--- src/logic/stepCounter.sv ---
`timescale 1ns/1ps

module stepCounter (
  input  logic        clock,
  input  logic        rstN,
  input  logic        stepClear,
  input  logic        retire,
  output logic [2:0]  stepNum,
  output logic [15:0] retiredCount
);

  always_ff @(posedge clock or negedge rstN) begin
    if (!rstN) begin
      stepNum      <= '0;
      retiredCount <= '0;
    end else begin
      if (stepClear) begin
        stepNum <= '0;  // held while idle
      end else begin
        stepNum <= stepNum + 3'd1;
      end
      if (retire) retiredCount <= retiredCount + 16'd1;  // wraps
    end
  end

endmodule

--- config.mk ---
export PLATFORM = sky130hd
export DESIGN_NAME = stepCounter
export DESIGN_NICKNAME = d
export VERILOG_FILES = /design/src/logic/stepCounter.sv
export SDC_FILE = /design/constraint.sdc
export NUM_CORES = 1
export LEC_CHECK = 0
export ABC_AREA = 1
export BUFFER_PORTS_ARGS = -buffer_cell sky130_fd_sc_hd__buf_2
export CAP_MARGIN = 20
export CELL_PAD_IN_SITES_DETAIL_PLACEMENT = 1
export CELL_PAD_IN_SITES_GLOBAL_PLACEMENT = 2
export CORE_ASPECT_RATIO = 0.75
export CORE_MARGIN = 2
export CORE_UTILIZATION = 30
export CTS_BUF_LIST = sky130_fd_sc_hd__clkbuf_8 sky130_fd_sc_hd__clkbuf_16
export CTS_CLUSTER_DIAMETER = 50
export DETAILED_ROUTE_END_ITERATION = 16
export PLACE_DENSITY_LB_ADDON = 0.1
export SKIP_CTS_REPAIR_TIMING = 1
export SYNTH_ARGS = -nofsm -noshare
export SYNTH_HDL_FRONTEND = slang
export SYNTH_SLANG_ARGS = --single-unit
--- constraint.sdc ---
create_clock -name clock -period 1.77 [get_ports clock]
set_clock_uncertainty 0.2 [all_clocks]
set_input_delay 0.2655 -clock clock [delete_from_list [all_inputs] [get_ports clock]]
set_output_delay 0.2655 -clock clock [all_outputs]
set_load 0.02 [all_outputs]
* Word-level counts from Yosys, hierarchy flattened
Cells that the tools add are included.
** Word-level totals
- Register bits :: 19
- Logic and storage cells :: 5
** Operators by class
- $add $sub $neg :: 2
- Mux-type cells :: 1
** Operator list (number)
- $add A16 B1 Y16 const B :: 1
- $add A3 B1 Y3 const B :: 1
- $mux W3 :: 1

* Longest topological paths before layout
Gate-level depths: netlist (run 1).
- Depth in word-level cells :: 2
- Gate-level depth with buffers :: 8
- Depth with buffers taken out :: 8

* Worst setup path before layout (run 1)
Ideal clock, no wire load.
- Path type :: register to register
- Start point :: reg retiredCount[0]
- End point :: reg retiredCount[8]
- Setup time :: 113 ps
- Arrival :: 1287 ps
- Setup slack :: 170 ps
- Cell stages (with the launch flop) :: 9
- Buffers on the path :: 0
- Period minus slack after synthesis :: 1600 ps
- Cell sequence :: dfrtp_1 > ha_1 > nand3_2 > nor2_2 > nand2_2 > nor2_2 > nand2_1 > nand2_1 > inv_1
** On the way
- Longest elaborated chain between the ends :: 1
** Ends and longest elaborated chain
- from (decl) :: RTL line 9 : output logic [15:0] retiredCount
- from (signal assigned) :: RTL line 22 : if (retire) retiredCount <= retiredCount + 16'd1;
- $add A16 B1 Y16 :: RTL line 22
No other way between the ends.
A chain may end at the register's enable or synchronous reset.

* Worst setup path after layout (run 1)
Same ends and word-level chain as after synthesis.

==> results of run 1 <==
[worst min-delay path by stage]
stage,from,end,cells past startpoint,slack (ns)
after floorplan,rstN,retiredCount[0],0,-0.23
after global routing,retire,retiredCount[0],2,0.12
final,retire,retiredCount[0],2,0.11
after CTS,rstN,retiredCount[4],1,-0.25
after detailed placement,rstN,stepNum[2],1,0.03
after global placement,rstN,stepNum[2],1,0.03
[layer usage]
layer	vias up	GRT usage
met5	-	0
met2	16	0.2228
met4	0	0.03922
met3	2	0.04571
li1	399	-
met1	383	0.1841
[worst register-to-register path, cell delays in order, from the launching register on]
cell     delay [ns]
dfrtp_1        0.42
ha_1           0.23
nand3_2        0.09
nor2_2         0.16
nand2_2        0.10
nor2_2         0.11
nand2_1        0.07
nand2_1        0.07
inv_1          0.03
[cell families (layout without fill, tap and decap cells)]
| family | after synthesis | count (layout) | share of synthesized area |
|---|---|---|---|
| and+or+nand+nor | 61 | 61 | 0.2943 |
| DFF | 19 | 19 | 0.4948 |
| buffers and inverters | 18 | 46 | 0.07812 |
| xor gates and xnor gates | 10 | 10 | 0.09114 |
| adders and majority gates | 2 | 2 | 0.02604 |
| AOI/OAI and AO/OA | 2 | 2 | 0.01562 |
[layout make-up]
type | count | area [µm²]
Fill cell | 370 | 1818
Sequential cell | 19 | 475.5
Multi-Input combinational cell | 75 | 410.4
Timing Repair Buffer | 25 | 137.6
Inverter | 17 | 63.81
Tap cell | 38 | 47.55
Clock buffer | 3 | 41.29
Clock inverter | 1 | 5.005
[stage by stage]
stage	total power, W	util
2_1_floorplan	0.0008703	-
3_3_place_gp	0.001007	0.3717
3_5_place_dp	0.001022	0.3717
4_1_cts	0.001329	0.3872
5_1_grt	0.001408	0.3938
6_report	0.001308	0.3938
[flip-flops by register name, summed over array words and instances (netlist names)]
register	cells
stepNum	3
retiredCount	16
[power groups by stage]
stage                     Combinational [W]  Sequential, W  Clock (W)
after CTS                          0.000391       0.000623   0.000314
after global placement             0.000386       0.000621          0
after global routing               0.000426       0.000640   0.000342
after detailed placement           0.000390       0.000632          0
after floorplan                    0.000161       0.000709          0
final                              0.000387       0.000619   0.000302
[synth_stat cells]
| library cell | number |
|---|---|
| nand3_1 | 7 |
| nand4_1 | 4 |
| nand3_2 | 3 |
| buf_6 | 1 |
| xnor2_1 | 6 |
| nor3_1 | 1 |
| nor2_4 | 1 |
| ha_1 | 2 |
| nor2_1 | 13 |
| inv_1 | 16 |
| dfrtp_1 | 19 |
| nor2_2 | 2 |
| nand2_2 | 1 |
| nand2_1 | 29 |
| inv_2 | 1 |
| o21bai_1 | 2 |
| xor2_1 | 4 |
==> results.cfg, run 1 <==
[power_and_ir_drop]
seqPwrFrac = 0.473
clockPowerShare = 0.231
switchingPower_w = 0.0005015
p_int_w = 0.0008066
power.density_nw_per_um2 = 1107
irDropWorstVdd_uv = 770.3
p_comb_frac = 0.296
p_leak_nw = 0.6138
switching_share = 0.3834

[sta]
hold_ws_ns = 0.1090
grt_setup_unrepaired = false
finalCriticalPeriod_ns = 1.584
worstMarginPinSlew_ns = 0.4227
max_freq_ghz = 0.6311
timing.final.ws_setup_ns = 0.1855
slew_viol_final = 0
setup_viol = 0
hold_violations = 0
tns_ns = 0
finalCritPeriodShare = 0.8952
relSlewSlack = 0.7182

[clock_tree]
clk_latency_ns = 0.25
cts_tree = yes
root_buffer = clkbuf_8
clock_sinks = 19
cts.reportedPaths.clkPinSlew_ns = 0.07
cts_made_buffers = 3
cts_max_level = 1
ctsLongestPathBuffers = 2

[routing]
wl_per_cell_um = 12.77
drt_iter0_markers = 15
wl_mm = 2.273
drc = 0
via_per_inst = 4.494
vias = 800
wl_met2_mm = 1.029
wl_met1_mm = 1.137
drtPass1Iterations = 2
wl_met3_um = 89
postRouteAntennaNets = 0
top_layer = met4

[layout]
fin_cells = 178
syn_to_final_growth_pct = 22.92
diodes = 0
layout_common_cells = nand2_1 (29), buf_2 (22), dfrtp_1 (19), inv_1 (16), nor2_1 (13)
final_area_um2 = 1181
drive_gt1_frac = 0.2500
layout_commonest_cell = nand2_1
finalNetCount = 147

[setup_path]
required_ns = 1.73
worst-setup-path-type = reg -> reg
reg2reg_slack_ns = 0.19
critPathLaunchType = register
r2r_start = retiredCount[0]
critPathArrivalTime_ns = 1.54
cpLargestDelayFamily = simple AND/OR/NAND/NOR gates
end_kind = register
worstPathBufferInverterCount = 1
cp_max_fo = 4
critPathSlowestCell = dfrtp_1
crit_end = retiredCount[8]
path_depth = 8
reg2reg_depth = 8
regToRegEndpoint = retiredCount[8]
critical_path.startpoint = retiredCount[0]
path_cells = ha_1, nand3_2, nor2_2, nand2_2, nor2_2, nand2_1, nand2_1, inv_1
max_stage_delay_ns = 0.42

[place]
port_buffers = 22
place_congestion = 0.7115
hpwl_mm = 1.789
dp_slack_ns = 0.1816
dp_cells = 172
dpl_cell_area_um2 = 1115

[synthesis]
yosys-top-cells-area = dfrtp_1 (49%), nand2_1 (11%), inv_1 (6.3%)
yosysSeqAreaShare = 0.4948
yosysTopAreaCellShare = 0.4948
synth_cell_type_count = 17
yosysWarnings = 0
netlist_instances = 112
synth-seq-cells = 19
synth_fp_nets = 118
synth_top_area_cell = dfrtp_1
synth_area_um2 = 960.9
syn_area_per_cell_um2 = 8.580

[floorplanning]
dieArea_um2 = 3677
std_cell_rows = 17
chipWidth_um = 69.35
initial_core_util = 0.3204
ios = 23
core_area_um2 = 2999
die_y_um = 53.02

[grt]
gr-total-overflow = 0
grt_pass1_wl_mm = 3.836
grt_pass1_vias = 771
antenna_found_initial = 0
grt_max_degree = 20
grt_usage = 0.1402

[hold_path]
hold_path.class = in -> reg

[job]
cap_violations = 0

[run_status]
status = complete, no violations
Note: power is estimated with default switching activity, not from simulation.
==> inputs of run 2 (changes only) <==
CELL_PAD_IN_SITES_GLOBAL_PLACEMENT = 1   (was 2)
CORE_ASPECT_RATIO = not set   (was 0.75)
CORE_UTILIZATION = 38   (was 30)
==> run 2 against run 1 <==
Effect of this change: non-clock buffer count up 1; cell area is 0.32% lower; critical path depth is the same; critical path type unchanged; highest routed layer unchanged.
==> results.cfg, run 2 (synthesis gave the netlist of run 1 again) <==
[setup_path]
critPathLaunchType = register
cpLargestDelayFamily = simple AND/OR/NAND/NOR gates
worst-setup-path-type = reg -> reg
r2r_start = retiredCount[1]
max_stage_delay_ns = 0.40
crit_end = retiredCount[8]
critPathArrivalTime_ns = 1.60
path_depth = 8
reg2reg_slack_ns = 0.12
path_cells = ha_1, nand3_2, nor2_2, nand2_2, nor2_2, nand2_1, nand2_1, inv_1
reg2reg_depth = 8
end_kind = register
required_ns = 1.72
worstPathBufferInverterCount = 1
critPathSlowestCell = dfrtp_1
critical_path.startpoint = retiredCount[1]
regToRegEndpoint = retiredCount[8]
cp_max_fo = 4

[power_and_ir_drop]
irDropWorstVdd_uv = 710.0
switching_share = 0.3717
power.density_nw_per_um2 = 1124
p_comb_frac = 0.318
switchingPower_w = 0.0004918
p_int_w = 0.0008312
seqPwrFrac = 0.461
p_leak_nw = 0.6207
clockPowerShare = 0.221

[sta]
hold_violations = 0
tns_ns = 0
max_freq_ghz = 0.6048
worstMarginPinSlew_ns = 0.4314
finalCriticalPeriod_ns = 1.653
relSlewSlack = 0.7124
slew_viol_final = 0
setup_viol = 0
finalCritPeriodShare = 0.9342

[layout]
drive_gt1_frac = 0.2482
largest_register_ffs = 16
diodes = 0
fin_cells = 171
layout_commonest_cell = nand2_1
fillCellCount = 308
finalNetCount = 148
syn_to_final_growth_pct = 22.53
layout_common_cells = nand2_1 (29), buf_2 (22), dfrtp_1 (19), inv_1 (17), nor2_1 (13)
top_register = retiredCount
utilization = 0.4841
final_area_um2 = 1177
top_regs = retiredCount: 16 flops, stepNum: 3 flops

[floorplanning]
chipWidth_um = 54.29
ios = 23
dieArea_um2 = 2947
initial_core_util = 0.3951
core_area_um2 = 2432
std_cell_rows = 18
die_y_um = 54.29

[routing]
vias = 811
wl_mm = 2.166
drc = 0
drt_iter0_markers = 10
drtPass1Iterations = 4
wl_per_cell_um = 12.67
postRouteAntennaNets = 0
via_per_inst = 4.743

[hold_path]
hold_path_depth = 2
hold_path.class = in -> reg

[clock_tree]
root_buffer = clkbuf_8
clock_sinks = 19
cts_max_level = 1
cts_tree = yes
clk_latency_ns = 0.25
cts.reportedPaths.clkPinSlew_ns = 0.07
cts_made_buffers = 3
ctsLongestPathBuffers = 2

[grt]
grt_usage = 0.1808
grt_pass1_vias = 829
grt_max_degree = 20
gr-total-overflow = 0
antenna_found_initial = 0
grt_pass1_wl_mm = 3.684

[place]
port_buffers = 22
dp_cells = 163
dpl_cell_area_um2 = 1097
hpwl_mm = 1.681
place_congestion = 0.7292

[job]
cap_violations = 0

[run_status]
status = complete, no violations
[run 2: cell types whose count changed in the layout (fill, tap and decap cells not counted)]
cell / change
buf_4: +1
clkinv_2: -1
inv_1: +1
[run 2: per-layer routing]
metal  vias up  part of all wire  track usage
li1        404                 -            -
met1       390              0.46       0.2228
met2        15              0.49       0.3052
met3         2             0.034      0.04645
met4         0            0.0069      0.06250
met5         -                 0            0
[run 2: worst min-delay path by stage]
stage / from / to / slack [ns]
5_1_grt: retire / retiredCount[0] / 0.11
6_report: retire / retiredCount[0] / 0.11
4_1_cts: rstN / retiredCount[15] / -0.24
3_3_place_gp: rstN / stepNum[2] / 0.03
3_5_place_dp: rstN / stepNum[2] / 0.03
2_1_floorplan: rstN / retiredCount[0] / -0.23
[run 2: power by group through the flow]
stage	Clock, W	Sequential (W)	Combinational (W)
after floorplan	0	0.000709	0.000161
after global placement	0	0.000618	0.000378
after detailed placement	0	0.000627	0.000386
after CTS	0.000303	0.000619	0.000387
after global routing	0.000331	0.000625	0.000465
final	0.000293	0.000610	0.000420
[run 2: final cells by class]
cell class / count / area, µm² / share of cell area
clock buffers: 3 / 41.29 / 0.03507
multi-input cells: 75 / 410.4 / 0.3486
flip-flops and latches: 19 / 475.5 / 0.4038
well taps: 30 / 37.54 / 0.03188
inverters: 17 / 63.81 / 0.05420
clock inverters: 1 / 3.754 / 0.003188
repair buffers: 26 / 145.1 / 0.1233
[run 2: per-stage QoR]
step	hold WS [ns]	total power, W	setup WS, ns
after floorplan	-0.2301	0.0008703	0.1698
after global placement	0.03160	0.0009966	0.2357
after detailed placement	0.03287	0.001013	0.1490
after CTS	-0.2412	0.001309	0.07481
after global routing	0.1099	0.001421	-0.009218
final	0.1128	0.001323	0.1165
