--- config.mk ---
export PLATFORM = sky130hd
export DESIGN_NAME = apbHostPort
export DESIGN_NICKNAME = d
export VERILOG_FILES = /design/src/logic/isaPkg.sv /design/src/logic/datapathPkg.sv /design/src/logic/apbHostPort.sv
export SDC_FILE = /design/constraint.sdc
export NUM_CORES = 1
export LEC_CHECK = 0
export ABC_AREA = 1
export BUFFER_PORTS_ARGS = -buffer_cell sky130_fd_sc_hd__buf_2
export CORE_MARGIN = 4
export CORE_UTILIZATION = 45
export CTS_CLUSTER_DIAMETER = 80
export DETAILED_ROUTE_END_ITERATION = 7
export PLACE_DENSITY_LB_ADDON = 0.25
export REMOVE_ABC_BUFFERS = 1
export SYNTH_ARGS = -nofsm -noshare
export SYNTH_HDL_FRONTEND = slang
export SYNTH_SLANG_ARGS = --single-unit
--- constraint.sdc ---
create_clock -name clock -period 2.3 [get_ports clock]
set_input_delay 0.46 -clock clock [delete_from_list [all_inputs] [get_ports clock]]
set_output_delay 0.46 -clock clock [all_outputs]
set_load 0.005 [all_outputs]
--- src/logic/isaPkg.sv ---
package isaPkg;

  // 5-bit opcode, top of every instruction word
  typedef enum logic [4:0] {
    OP_ADD  = 5'd0,
    OP_SUB  = 5'd1,
    OP_AND  = 5'd2,
    OP_OR   = 5'd3,
    OP_SHL  = 5'd4,
    OP_SHR  = 5'd5,
    OP_MUL  = 5'd6,
    OP_DIV  = 5'd7,
    OP_ADDI = 5'd8,
    OP_ANDI = 5'd9,
    OP_ORI  = 5'd10,
    OP_MFHI = 5'd11,
    OP_MFLO = 5'd12,
    OP_IN   = 5'd13,
    OP_OUT  = 5'd14
  } opcodeE;

  localparam int CONST_WIDTH = 19;

  // alu ops write rc from ra, rb
  // mfhi, mflo and in write rc, out sends ra to the output port
  typedef struct packed {
    opcodeE      opcode;
    logic [3:0]  rc;
    logic [3:0]  ra;
    logic [3:0]  rb;
    logic [14:0] unused;
  } rFormatT;

  // ra gets rb combined with the sign-extended constant
  typedef struct packed {
    opcodeE                   opcode;
    logic [3:0]               ra;
    logic [3:0]               rb;
    logic [CONST_WIDTH-1:0]   constant;
  } iFormatT;

  typedef union packed {
    rFormatT r;
    iFormatT i;
  } instrU;

  function automatic logic isIFormat(input opcodeE op);
    return op inside {OP_ADDI, OP_ANDI, OP_ORI};
  endfunction

endpackage

--- src/logic/datapathPkg.sv ---
package datapathPkg;

  // register n drives the bus under code n
  typedef enum logic [4:0] {
    SRC_REG0   = 5'd0,
    SRC_HI     = 5'd16,
    SRC_LO     = 5'd17,
    SRC_ZHIGH  = 5'd18,
    SRC_ZLOW   = 5'd19,
    SRC_INPORT = 5'd20,
    SRC_CONST  = 5'd21
  } busSrcE;

  typedef struct packed {
    logic [15:0]    regIn;
    logic           hiIn;
    logic           loIn;
    logic           yIn;
    logic           zIn;
    logic           outPortIn;
    logic           rdInPort;
    logic           baseZero;   // R0 reads as zero
    busSrcE         srcSel;
    isaPkg::opcodeE aluOp;
    logic [31:0]    constVal;   // already sign extended
  } controlWordT;

  typedef struct packed {
    logic        psel;
    logic        penable;
    logic        pwrite;
    logic [3:0]  paddr;
    logic [31:0] pwdata;
  } apbReqT;

  typedef struct packed {
    logic        pready;
    logic [31:0] prdata;
    logic        pslverr;
  } apbRspT;

  localparam logic [3:0] ADDR_INSTR   = 4'h0;
  localparam logic [3:0] ADDR_INPORT  = 4'h4;
  localparam logic [3:0] ADDR_OUTPORT = 4'h8;
  localparam logic [3:0] ADDR_STATUS  = 4'hC;

endpackage

--- src/logic/apbHostPort.sv ---
`timescale 1ns/1ps

module apbHostPort (
  input  logic                clock,
  input  logic                rstN,
  input  datapathPkg::apbReqT apbReq,
  output datapathPkg::apbRspT apbRsp,
  input  logic                busy,
  input  logic [15:0]         retiredCount,
  input  logic [31:0]         outPortData,
  output logic                instrValid,
  output isaPkg::instrU       instr,
  output logic [31:0]         inPortData
);

  logic access;
  logic stall;
  logic complete;
  logic addrError;
  logic writeOk;

  assign access   = apbReq.psel & apbReq.penable;
  assign stall    = apbReq.pwrite && (apbReq.paddr == datapathPkg::ADDR_INSTR) && busy;
  assign complete = access & ~stall;
  assign writeOk  = complete & apbReq.pwrite & ~addrError;

  always_comb begin
    case (apbReq.paddr)
      datapathPkg::ADDR_INSTR, datapathPkg::ADDR_INPORT:   addrError = !apbReq.pwrite;
      datapathPkg::ADDR_OUTPORT, datapathPkg::ADDR_STATUS: addrError = apbReq.pwrite;
      default:                                             addrError = 1'b1;
    endcase
  end

  always_comb begin
    apbRsp.pready  = complete;
    apbRsp.pslverr = complete & addrError;
    apbRsp.prdata  = '0;
    if (complete && !apbReq.pwrite) begin
      case (apbReq.paddr)
        datapathPkg::ADDR_OUTPORT: apbRsp.prdata = outPortData;
        datapathPkg::ADDR_STATUS:  apbRsp.prdata = {retiredCount, 15'd0, busy};
        default:                   apbRsp.prdata = '0;
      endcase
    end
  end

  always_ff @(posedge clock or negedge rstN) begin
    if (!rstN) begin
      instrValid <= 1'b0;
      instr      <= '0;
      inPortData <= '0;
    end else begin
      instrValid <= writeOk && (apbReq.paddr == datapathPkg::ADDR_INSTR);  // one cycle
      if (writeOk && apbReq.paddr == datapathPkg::ADDR_INSTR) begin
        instr <= apbReq.pwdata;
      end
      if (writeOk && apbReq.paddr == datapathPkg::ADDR_INPORT) begin
        inPortData <= apbReq.pwdata;
      end
    end
  end

endmodule

Word level (Yosys, flattened, before mapping)
Index checks and enable logic that the tools add are counted.

Output and inout bits: 99. Bits in registers: 65. Bits of input ports: 90. Bits in read-only memories: 0. Bits in writable memories: 0. Latch bits: 0. Memories: 0. Logic and storage cells: 25.

Reduce and logical (&&, ||, !) cells: 9. Equality and inequality tests: 3. Bitwise operators: 7. Shift-type cells: 0. Muxes and demuxes: 3. Divide/modulo/power cells: 0. $mul: 0. $add $sub $neg: 0. Magnitude comparators: 0.

Operators with widths (count): case mux 32 bit (2 select lines) (1); 2-to-1 mux 32 bit (1); == test 4 bit, second input constant (2); AND 1 bit (5); logical AND 1 bit (5); == test 4 x 3 -> 1 bit, second input constant (1); logical NOT 4 bit (1); OR reduction 2 bit (2); inverter 1 bit (2); case mux 1 bit (2 select lines) (1); logical NOT 1 bit (1).

Logic depth before layout (Yosys ltp)
Gate-level depths: netlist of run 1.

Depth after elaboration: 8. Depth in mapped cells: 8. Depth with buffers taken out: 7.

Least setup slack after synthesis of run 1
Ideal clock, no wire load.

Path type: input-to-output. From: input apbReq[33] in the netlist's numbering. To: output apbRsp[22] in the netlist's numbering. Slack: 0.561 ns. Stages on the path: 5. Required time: 1.840 ns. Path buffers: 2. Arrival: 1.279 ns. Cell sequence: nor2_2 > buf_6 > clkbuf_1 > nand3_1 > a21oi_1.

RTL lines: start: declaration (line apbHostPort.sv:6) `input datapathPkg::apbReqT apbReq,`; end: declaration (line apbHostPort.sv:7) `output datapathPkg::apbRspT apbRsp,`.

==> results_dict.tcl, run 1 <==
set metrics [dict create \
    fin_ws_ns 0.264 \
    hpwl_mm 6.76 \
    rrSetupSlack_ns 1.67 \
    syn_to_final_growth_pct 37.5 \
    fillers 597 \
    min_period_over_period 0.885 \
    antenna_found_initial 0 \
    final_common_cell "buf_2" \
    clock_skew_ns 0 \
    yosysSeqAreaShare 0.511 \
    io_buffers 188 \
    core_area_mm2 0.00683 \
    async_flop_share 1.00 \
    finalSetupViolCount 0 \
    maxSlewViolCount 0 \
    grt_pass1_wl_mm 15.4 \
    synth_edf_count 0 \
    crit_fanout 26 \
    dp_cells 645 \
    slowest_stage "nand3b_1" \
    leakage_nw 2.66 \
    crit_path_cell_trace "buf_2, nand3b_1, buf_4, nor3b_1, buf_2" \
    ctsHoldBuffers 0 \
    initial_core_util 0.466 \
    clockRootBuffer "clkbuf_8" \
    min_path_type "input pin to asynchronous set/reset pin" \
    p_per_area_mw_per_mm2 571 \
    grt_pass1_vias 3186 \
    postCtsSetupRepairBufs 0 \
    pre_cts_slack_ns 0.249 \
    avgSynthCellArea_um2 8.32 \
    synthMuxAreaShare 0 \
    die_area_mm2 0.00849 \
    grt_util_all_layers 0.225 \
    n_antenna_cell 0 \
    finish.instance_area_mm2 0.00438 \
    yosys.area_share.simple 0.387 \
    reg2reg_depth 2 \
    vias_per_cell 5.13 \
    finish.net_count 650 \
    layout.cells.non_filler 659 \
    r2r_end "inPortData[29]" \
    drv_cap 0 \
    ir_drop_mv 0.602 \
    syn_inst 383 \
    drt_first_iter_violations 179 \
    yosys.area.top_type "dfrtp_1" \
    multiInputGateArea_mm2 0.00133 \
    rsz0062_at_grt "false" \
    cp-end-kind "output port" \
    syn_area_mm2 0.00319 \
    timing.hold.ws_ns 0.131 \
    io_pins 189 \
    vias 3380 \
    ys_ff_latch 65 \
    crit_required_ns 1.84 \
    cts_sinks 65 \
    wl_mm 9.42 \
    place_area_mm2 0.00416 \
    regArea_mm2 0.00163 \
    gp_congestion 0.804 \
    ant_nets 0 \
    fp.dieH_um 92.1 \
    hold_viol 0 \
    drc 0 \
    final_core_util 0.641 \
    synth_area_leaders "dfrtp_1 (51%), nand2_1 (16%), nand3_1 (15%), nor3b_1 (3.5%), a21oi_1 (2.8%)" \
    synth_compound_area_frac 0.0299 \
    routedWlPerCell_um 14.3 \
    grt-ovfl-total 0 \
    drt_pre_antenna_iters 5 \
    r2r-start "inPortData[29]" \
    fmax_ghz 0.491 \
    slew_headroom 0.476 \
    synth-xor-area-share 0 \
    numCtsBuffers 9 \
    netlist.area_leader.share 0.511 \
    crit_arrival_ns 1.58 \
    grt_start_max_net_pins 66 \
    synth_cell_types 23 \
    min_period_ns 2.04 \
    synth_flop_cell "dfrtp_1" \
    status "complete, no violations" \
    drive_gt1_frac 0.394 \
    start_kind "input pin" \
    clk_latency_ns 0.33 \
    synth_adder_area_share 0 \
    synth_top_family_by_area "simple AND/OR/NAND/NOR gates" \
    row_count 30 \
    critPathMaxStageDelay_ns 0.31 \
    postCtsResizedCells 0 \
    mostFrequentLayoutCells "buf_2 (188), nand2_1 (133), nand3_1 (98)" \
    critPathKind "input pin to output port" \
    yosysWarnings 0 \
    ctsLongestPathBuffers 2 \
    cts.clk_slew.worst_paths_ns 0.07 \
    worstMarginPinSlew_ns 0.786 \
    die_w_um 92.1 \
    tritoncts "yes" \
    h-tree-depth 3 \
    crit_top_cell "buf_2" \
]
-- power by group --
group	internal [mW]	switching (mW)
clock network	0.656	0.397
registers	1.17	0.0161
logic	0.114	0.143
total	1.94	0.557
-- worst max-delay path by stage --
stage,start,depth (start not counted),endpoint
floorplan,apbReq[33],5,instr[0]
global placement,apbReq[33],7,instr[11]
detailed placement,apbReq[33],7,instr[22]
CTS,apbReq[36],5,apbRsp[7]
global route,apbReq[36],5,apbRsp[11]
finish,apbReq[36],5,apbRsp[7]
-- logic make-up (layout without fill, tap and decap cells) --
kind of cell | count (synthesis) | count (layout)
compound gates | 19 | 19
simple gates | 260 | 260
flops | 65 | 65
buf+inv | 39 | 219
-- Yosys cell counts (2+ instances only) --
master,count
a21oi_1,18
buf_2,16
buf_6,8
clkbuf_1,5
dfrtp_1,65
inv_1,6
inv_2,2
nand2_1,133
nand2_2,2
nand3_1,98
nor2_1,3
nor2_2,2
nor3b_1,15
-- stage by stage --
| step | TNS, ns | power, mW |
|---|---|---|
| after floorplan | -32.56 | 1.29 |
| after global placement | 0 | 1.46 |
| after detailed placement | 0 | 1.47 |
| after CTS | 0 | 2.53 |
| after global routing | 0 | 2.61 |
| final | 0 | 2.50 |
-- sequential cells by signal, indices dropped and copies added (netlist names) --
register,flops
instr,32
instrValid,1
inPortData,32
-- metal layers --
layer,vias up,global-route usage,share of wire
li1,1616,-,-
met1,1584,0.275,0.39
met2,164,0.377,0.50
met3,16,0.0722,0.095
met4,0,0.0705,0.019
met5,-,0,0
-- critical path, delay by kind of cell --
family	cells	cell delay, ns
buffers and inverters	3	0.59
AND/OR/NAND/NOR	2	0.52
-- cell type report --
class                      instances  share of cell area
clock buffer                      11              0.0346
clock inverter                     3              0.0149
inverter                           9             0.00771
multi-input combinational        279               0.304
sequential                        65               0.371
tap                               96              0.0274
timing repair buffer             196               0.240
Note: power is estimated with default switching activity, not from simulation.
==> run 2: changes to the inputs <==
--- a/config.mk
+++ b/config.mk
@@ -7,8 +7,10 @@
 export LEC_CHECK = 0
 export ABC_AREA = 1
 export BUFFER_PORTS_ARGS = -buffer_cell sky130_fd_sc_hd__buf_2
+export CELL_PAD_IN_SITES_DETAIL_PLACEMENT = 2
+export CELL_PAD_IN_SITES_GLOBAL_PLACEMENT = 2
 export CORE_MARGIN = 4
-export CORE_UTILIZATION = 45
+export CORE_UTILIZATION = 25
 export CTS_CLUSTER_DIAMETER = 80
 export DETAILED_ROUTE_END_ITERATION = 7
 export PLACE_DENSITY_LB_ADDON = 0.25
==> run 2 against run 1 <==
Core utilization down 27 points. Via count rose by 2.8%. Worst hold slack gained 0.010 ns. Clock skew did not move. Power rose by 18%. Setup slack got worse by 0.081 ns. Final area rose by 4.8%. Non-clock buffer count increased by 1. Sequential power about the same. Maximum frequency down 3.8%. Wire length up 37%. Global-route usage fell by 4.7 points. Critical endpoint is now apbRsp[5]. Largest power group is now the clock network.
==> results_dict.tcl, run 2 (synthesis results as in run 1) <==
set metrics [dict create \
    status "complete, no violations" \
    fp.dieH_um 121 \
    rsz0062_at_grt "false" \
    antenna_found_initial 1 \
    critPathKind "input pin to output port" \
    pre_cts_slack_ns 0.106 \
    cell_internal_pwr_mw 2.27 \
    grt_pass1_wl_mm 20.5 \
    min_path_type "input pin to asynchronous set/reset pin" \
    p_switching_mw 0.692 \
    cts_sinks 65 \
    worstMarginPinSlew_ns 0.847 \
    leakage_nw 2.70 \
    syn_to_final_growth_pct 44.1 \
    rrSetupSlack_ns 1.65 \
    grt-ovfl-total 0 \
    p_per_area_mw_per_mm2 645 \
    slowest_stage "nor2_2" \
    cp_num_buf_inv 2 \
    drt_first_iter_violations 201 \
    min_period_ns 2.12 \
    critPathTopFamily "simple AND/OR/NAND/NOR gates" \
    drv_cap 0 \
    min_period_over_period 0.920 \
    drive_gt1_frac 0.398 \
    layout.cells.non_filler 734 \
    clockRootBuffer "clkbuf_16" \
    gp_congestion 0.753 \
    start_kind "input pin" \
    hold_viol 0 \
    fmax_ghz 0.472 \
    tritoncts "yes" \
    r2r-start "inPortData[0]" \
    finish.net_count 651 \
    crit_required_ns 1.84 \
    wl_mm 12.9 \
    final_core_util 0.374 \
    clock_skew_ns 0 \
    reg_top3 "inPortData: 32 flops, instr: 32 flops, instrValid: 1 flops" \
    ctsLongestPathBuffers 2 \
    pwr-share-clk 0.506 \
    drt_pre_antenna_iters 4 \
    row_count 40 \
    io_pins 189 \
    h-tree-depth 3 \
    ant_nets 0 \
    critPathMaxStageDelay_ns 0.35 \
    grt_util_all_layers 0.178 \
    fin_ws_ns 0.183 \
    cts.clk_slew.worst_paths_ns 0.05 \
    maxSlewViolCount 0 \
    initial_core_util 0.260 \
    ctsHoldBuffers 0 \
    final_common_cell "buf_2" \
    numCtsBuffers 9 \
    seq_power_share 0.402 \
    drc 0 \
    crit_arrival_ns 1.66 \
    crit_path_cell_trace "buf_2, nor2_2, nand2_2, nor3b_1, buf_2" \
    slew_headroom 0.435 \
    r2r_end "inPortData[0]" \
    cp-end-kind "output port" \
    io_buffers 188 \
    vias 3475 \
    grt_pass1_vias 3867 \
    routedWlPerCell_um 17.5 \
    postCtsResizedCells 0 \
    dp_cells 718 \
    n_antenna_cell 0 \
    reg2reg_depth 2 \
    clk_latency_ns 0.33 \
    finalSetupViolCount 0 \
    ir_drop_mv 0.306 \
    swShare 0.234 \
    timing.hold.ws_ns 0.141 \
    die_w_um 121 \
    pwr-share-comb 0.092 \
    crit_top_cell "buf_2" \
    crit_fanout 15 \
    hpwl_mm 9.24 \
    postCtsSetupRepairBufs 0 \
    core_area_mm2 0.0123 \
    die_area_mm2 0.0146 \
    mostFrequentLayoutCells "buf_2 (188), nand2_1 (133), nand3_1 (98)" \
    vias_per_cell 4.73 \
    grt_start_max_net_pins 66 \
    power_mw 2.96 \
]
[run 2: cell types whose count changed in the layout (fill, tap and decap cells not counted)]
| cell | change |
|---|---|
| clkbuf_8 | -10 |
| clkbuf_16 | +9 |
| clkinvlp_4 | +3 |
| buf_4 | +1 |
| clkinv_2 | -1 |
| clkinv_4 | +1 |
[run 2: metrics by stage]
| stage | TNS (ns) | cell area (um2) |
|---|---|---|
| 6_report | 0 | 4590 |
| 5_1_grt | 0 | 4590 |
| 4_1_cts | 0 | 4590 |
| 3_5_place_dp | 0 | 4260 |
| 3_3_place_gp | 0 | 4260 |
| 2_1_floorplan | -32.56 | 2990 |
[run 2: power groups by stage]
stage          sequential [mW]  clock, mW  combinational (mW)
2_1_floorplan             1.21          0              0.0781
3_3_place_gp              1.21          0               0.264
3_5_place_dp              1.21          0               0.276
4_1_cts                   1.19       1.54               0.278
5_1_grt                   1.19       1.59               0.305
6_report                  1.19       1.50               0.271
[run 2: routing by layer]
layer / GRT usage / share of wire / vias to the layer above
li1: - / - / 1617
met1: 0.212 / 0.41 / 1744
met2: 0.310 / 0.52 / 101
met3: 0.0541 / 0.064 / 11
met4: 0.0482 / 0.012 / 2
met5: 0 / 0.0010 / -
[run 2: worst max-delay path by stage]
stage / startpoint / endpoint / depth (start not counted)
final: apbReq[33] / apbRsp[5] / 5
after global routing: apbReq[33] / apbRsp[5] / 5
after CTS: apbReq[33] / apbRsp[5] / 5
after detailed placement: apbReq[33] / instr[6] / 6
after global placement: apbReq[33] / inPortData[2] / 6
after floorplan: apbReq[33] / instr[0] / 5
[run 2: worst register-to-register path: stages (launching register included)]
cell	delay, ns
dfrtp_1	0.38
nand2_1	0.09
nand2_1	0.07
[run 2: cell type report]
class                   count  area (um2)
fillers                  1423        7670
flip-flops and latches     65        1630
multi-input cells         279        1330
repair buffers            197        1060
clock buffers              10         239
well taps                 168         210
clock inverters             6        91.3
inverters                   9        33.8
==> run 3: changes to the inputs <==
--- a/config.mk
+++ b/config.mk
@@ -12,8 +12,9 @@
 export CORE_MARGIN = 4
 export CORE_UTILIZATION = 25
 export CTS_CLUSTER_DIAMETER = 80
+export CTS_CLUSTER_SIZE = 10
 export DETAILED_ROUTE_END_ITERATION = 7
-export PLACE_DENSITY_LB_ADDON = 0.25
+export PLACE_DENSITY_LB_ADDON = 0.2
 export REMOVE_ABC_BUFFERS = 1
 export SYNTH_ARGS = -nofsm -noshare
 export SYNTH_HDL_FRONTEND = slang
==> run 3 against run 2 <==
Worst hold slack improved by 0.015 ns. Non-clock buffer count did not move. Core utilization fell by 0.051 points. Combinational power barely moved. Highest routed layer is now met4. Clock power rose by 5%. Cell count did not move. Sequential cell count did not move. Largest cell class unchanged. First-iteration DRC count fell by 39%.
==> results_dict.tcl, run 3 (synthesis results as in run 1) <==
set metrics [dict create \
    wl_mm 12.9 \
    tns_ns 0 \
    finish.instance_area_mm2 0.00458 \
    pre_cts_slack_ns 0.0770 \
    crit_arrival_ns 1.61 \
    ant_nets 0 \
    fin_ws_ns 0.229 \
    antenna_found_initial 0 \
    grt_pass1_vias 3795 \
    maxSlewViolCount 0 \
    fmax_ghz 0.483 \
    io_pins 189 \
    cts_sinks 65 \
    critPathKind "input pin to output port" \
    crit_fanout 34 \
    min_period_ns 2.07 \
    hpwl_mm 9.30 \
    clock_skew_ns 0 \
    h-tree-depth 3 \
    status "complete, no violations" \
    die_w_um 121 \
    ctsLongestPathBuffers 2 \
    vias_per_cell 4.71 \
    finalSetupViolCount 0 \
    finish.net_count 651 \
    io_buffers 188 \
    p_per_area_mw_per_mm2 662 \
    syn_to_final_growth_pct 43.9 \
    grt_start_max_net_pins 65 \
    min_path_type "input pin to asynchronous set/reset pin" \
    ctsHoldBuffers 0 \
    final_core_util 0.374 \
    place_area_mm2 0.00425 \
    crit_required_ns 1.84 \
    tritoncts "yes" \
    postCtsResizedCells 0 \
    power_mw 3.03 \
    routedWlPerCell_um 17.6 \
    pwr-share-clk 0.518 \
    worstMarginPinSlew_ns 0.863 \
    drc 0 \
    ir_drop_mv 0.308 \
    fp.dieH_um 121 \
    p_switching_mw 0.684 \
    vias 3454 \
    slew_headroom 0.425 \
    hold_viol 0 \
    core_area_mm2 0.0123 \
    seq_power_share 0.393 \
    grt-ovfl-total 0 \
    cts.clk_slew.worst_paths_ns 0.05 \
    pwr-share-comb 0.089 \
    grt_pass1_wl_mm 20.3 \
    cell_internal_pwr_mw 2.35 \
    drive_gt1_frac 0.394 \
    clockRootBuffer "clkbuf_16" \
    reg_top3 "inPortData: 32 flops, instr: 32 flops, instrValid: 1 flops" \
    postCtsSetupRepairBufs 0 \
    swShare 0.226 \
    clk_latency_ns 0.32 \
    mostFrequentLayoutCells "buf_2 (188), nand2_1 (133), nand3_1 (98)" \
    grt_util_all_layers 0.175 \
    drv_cap 0 \
    leakage_nw 2.71 \
    final_common_cell "buf_2" \
    row_count 40 \
    numCtsBuffers 9 \
    drt_first_iter_violations 122 \
    rsz0062_at_grt "false" \
    start_kind "input pin" \
    gp_congestion 0.775 \
    layout.cells.non_filler 734 \
    cp-end-kind "output port" \
    initial_core_util 0.260 \
    dp_cells 718 \
    die_area_mm2 0.0146 \
    min_period_over_period 0.901 \
    drt_pre_antenna_iters 4 \
    n_antenna_cell 0 \
    timing.hold.ws_ns 0.156 \
]
run 3: final cells by class:
class	instances	area [um2]
Clock inverter	5	104
Timing Repair Buffer	197	1050
Inverter	9	33.8
Multi-Input combinational cell	279	1330
Clock buffer	11	233
Sequential cell	65	1630
Fill cell	1426	7680
Tap cell	168	210
run 3: final timing paths:
path | from | endpoint | slack [ns] | depth (start not counted)
max | apbReq[33] | apbRsp[29] | 0.23 | 6
min | rstN | instr[24] | 0.16 | 1
max reg2reg | inPortData[0] | inPortData[0] | 1.64 | 2
min reg2reg | instr[19] | instr[19] | 0.47 | 2
max in group asynchronous | rstN | instr[2] | 1.47 | 2
min in group clock | apbReq[26] | inPortData[26] | 0.37 | 3
run 3: metal layers:
metal  up-vias  track usage  part of all wire  wire [um]
met3        12       0.0517             0.069        894
met2       115        0.303              0.51       6530
met1      1709        0.215              0.41       5340
met5         -            0                 0          0
li1       1618            -                 -          -
met4         0       0.0418             0.012        157
run 3: worst max-delay path: stages:
cell and delay, ns:
buf_2 0.11, nor2_2 0.34, buf_12 0.24, nand3_1 0.09, a21oi_1 0.20, buf_2 0.14
run 3: power groups by stage:
stage          combinational [mW]  clock (mW)  sequential (mW)
3_3_place_gp                0.266           0             1.21
2_1_floorplan              0.0781           0             1.21
5_1_grt                     0.305        1.67             1.19
6_report                    0.270        1.57             1.19
4_1_cts                     0.278        1.61             1.19
3_5_place_dp                0.277           0             1.21
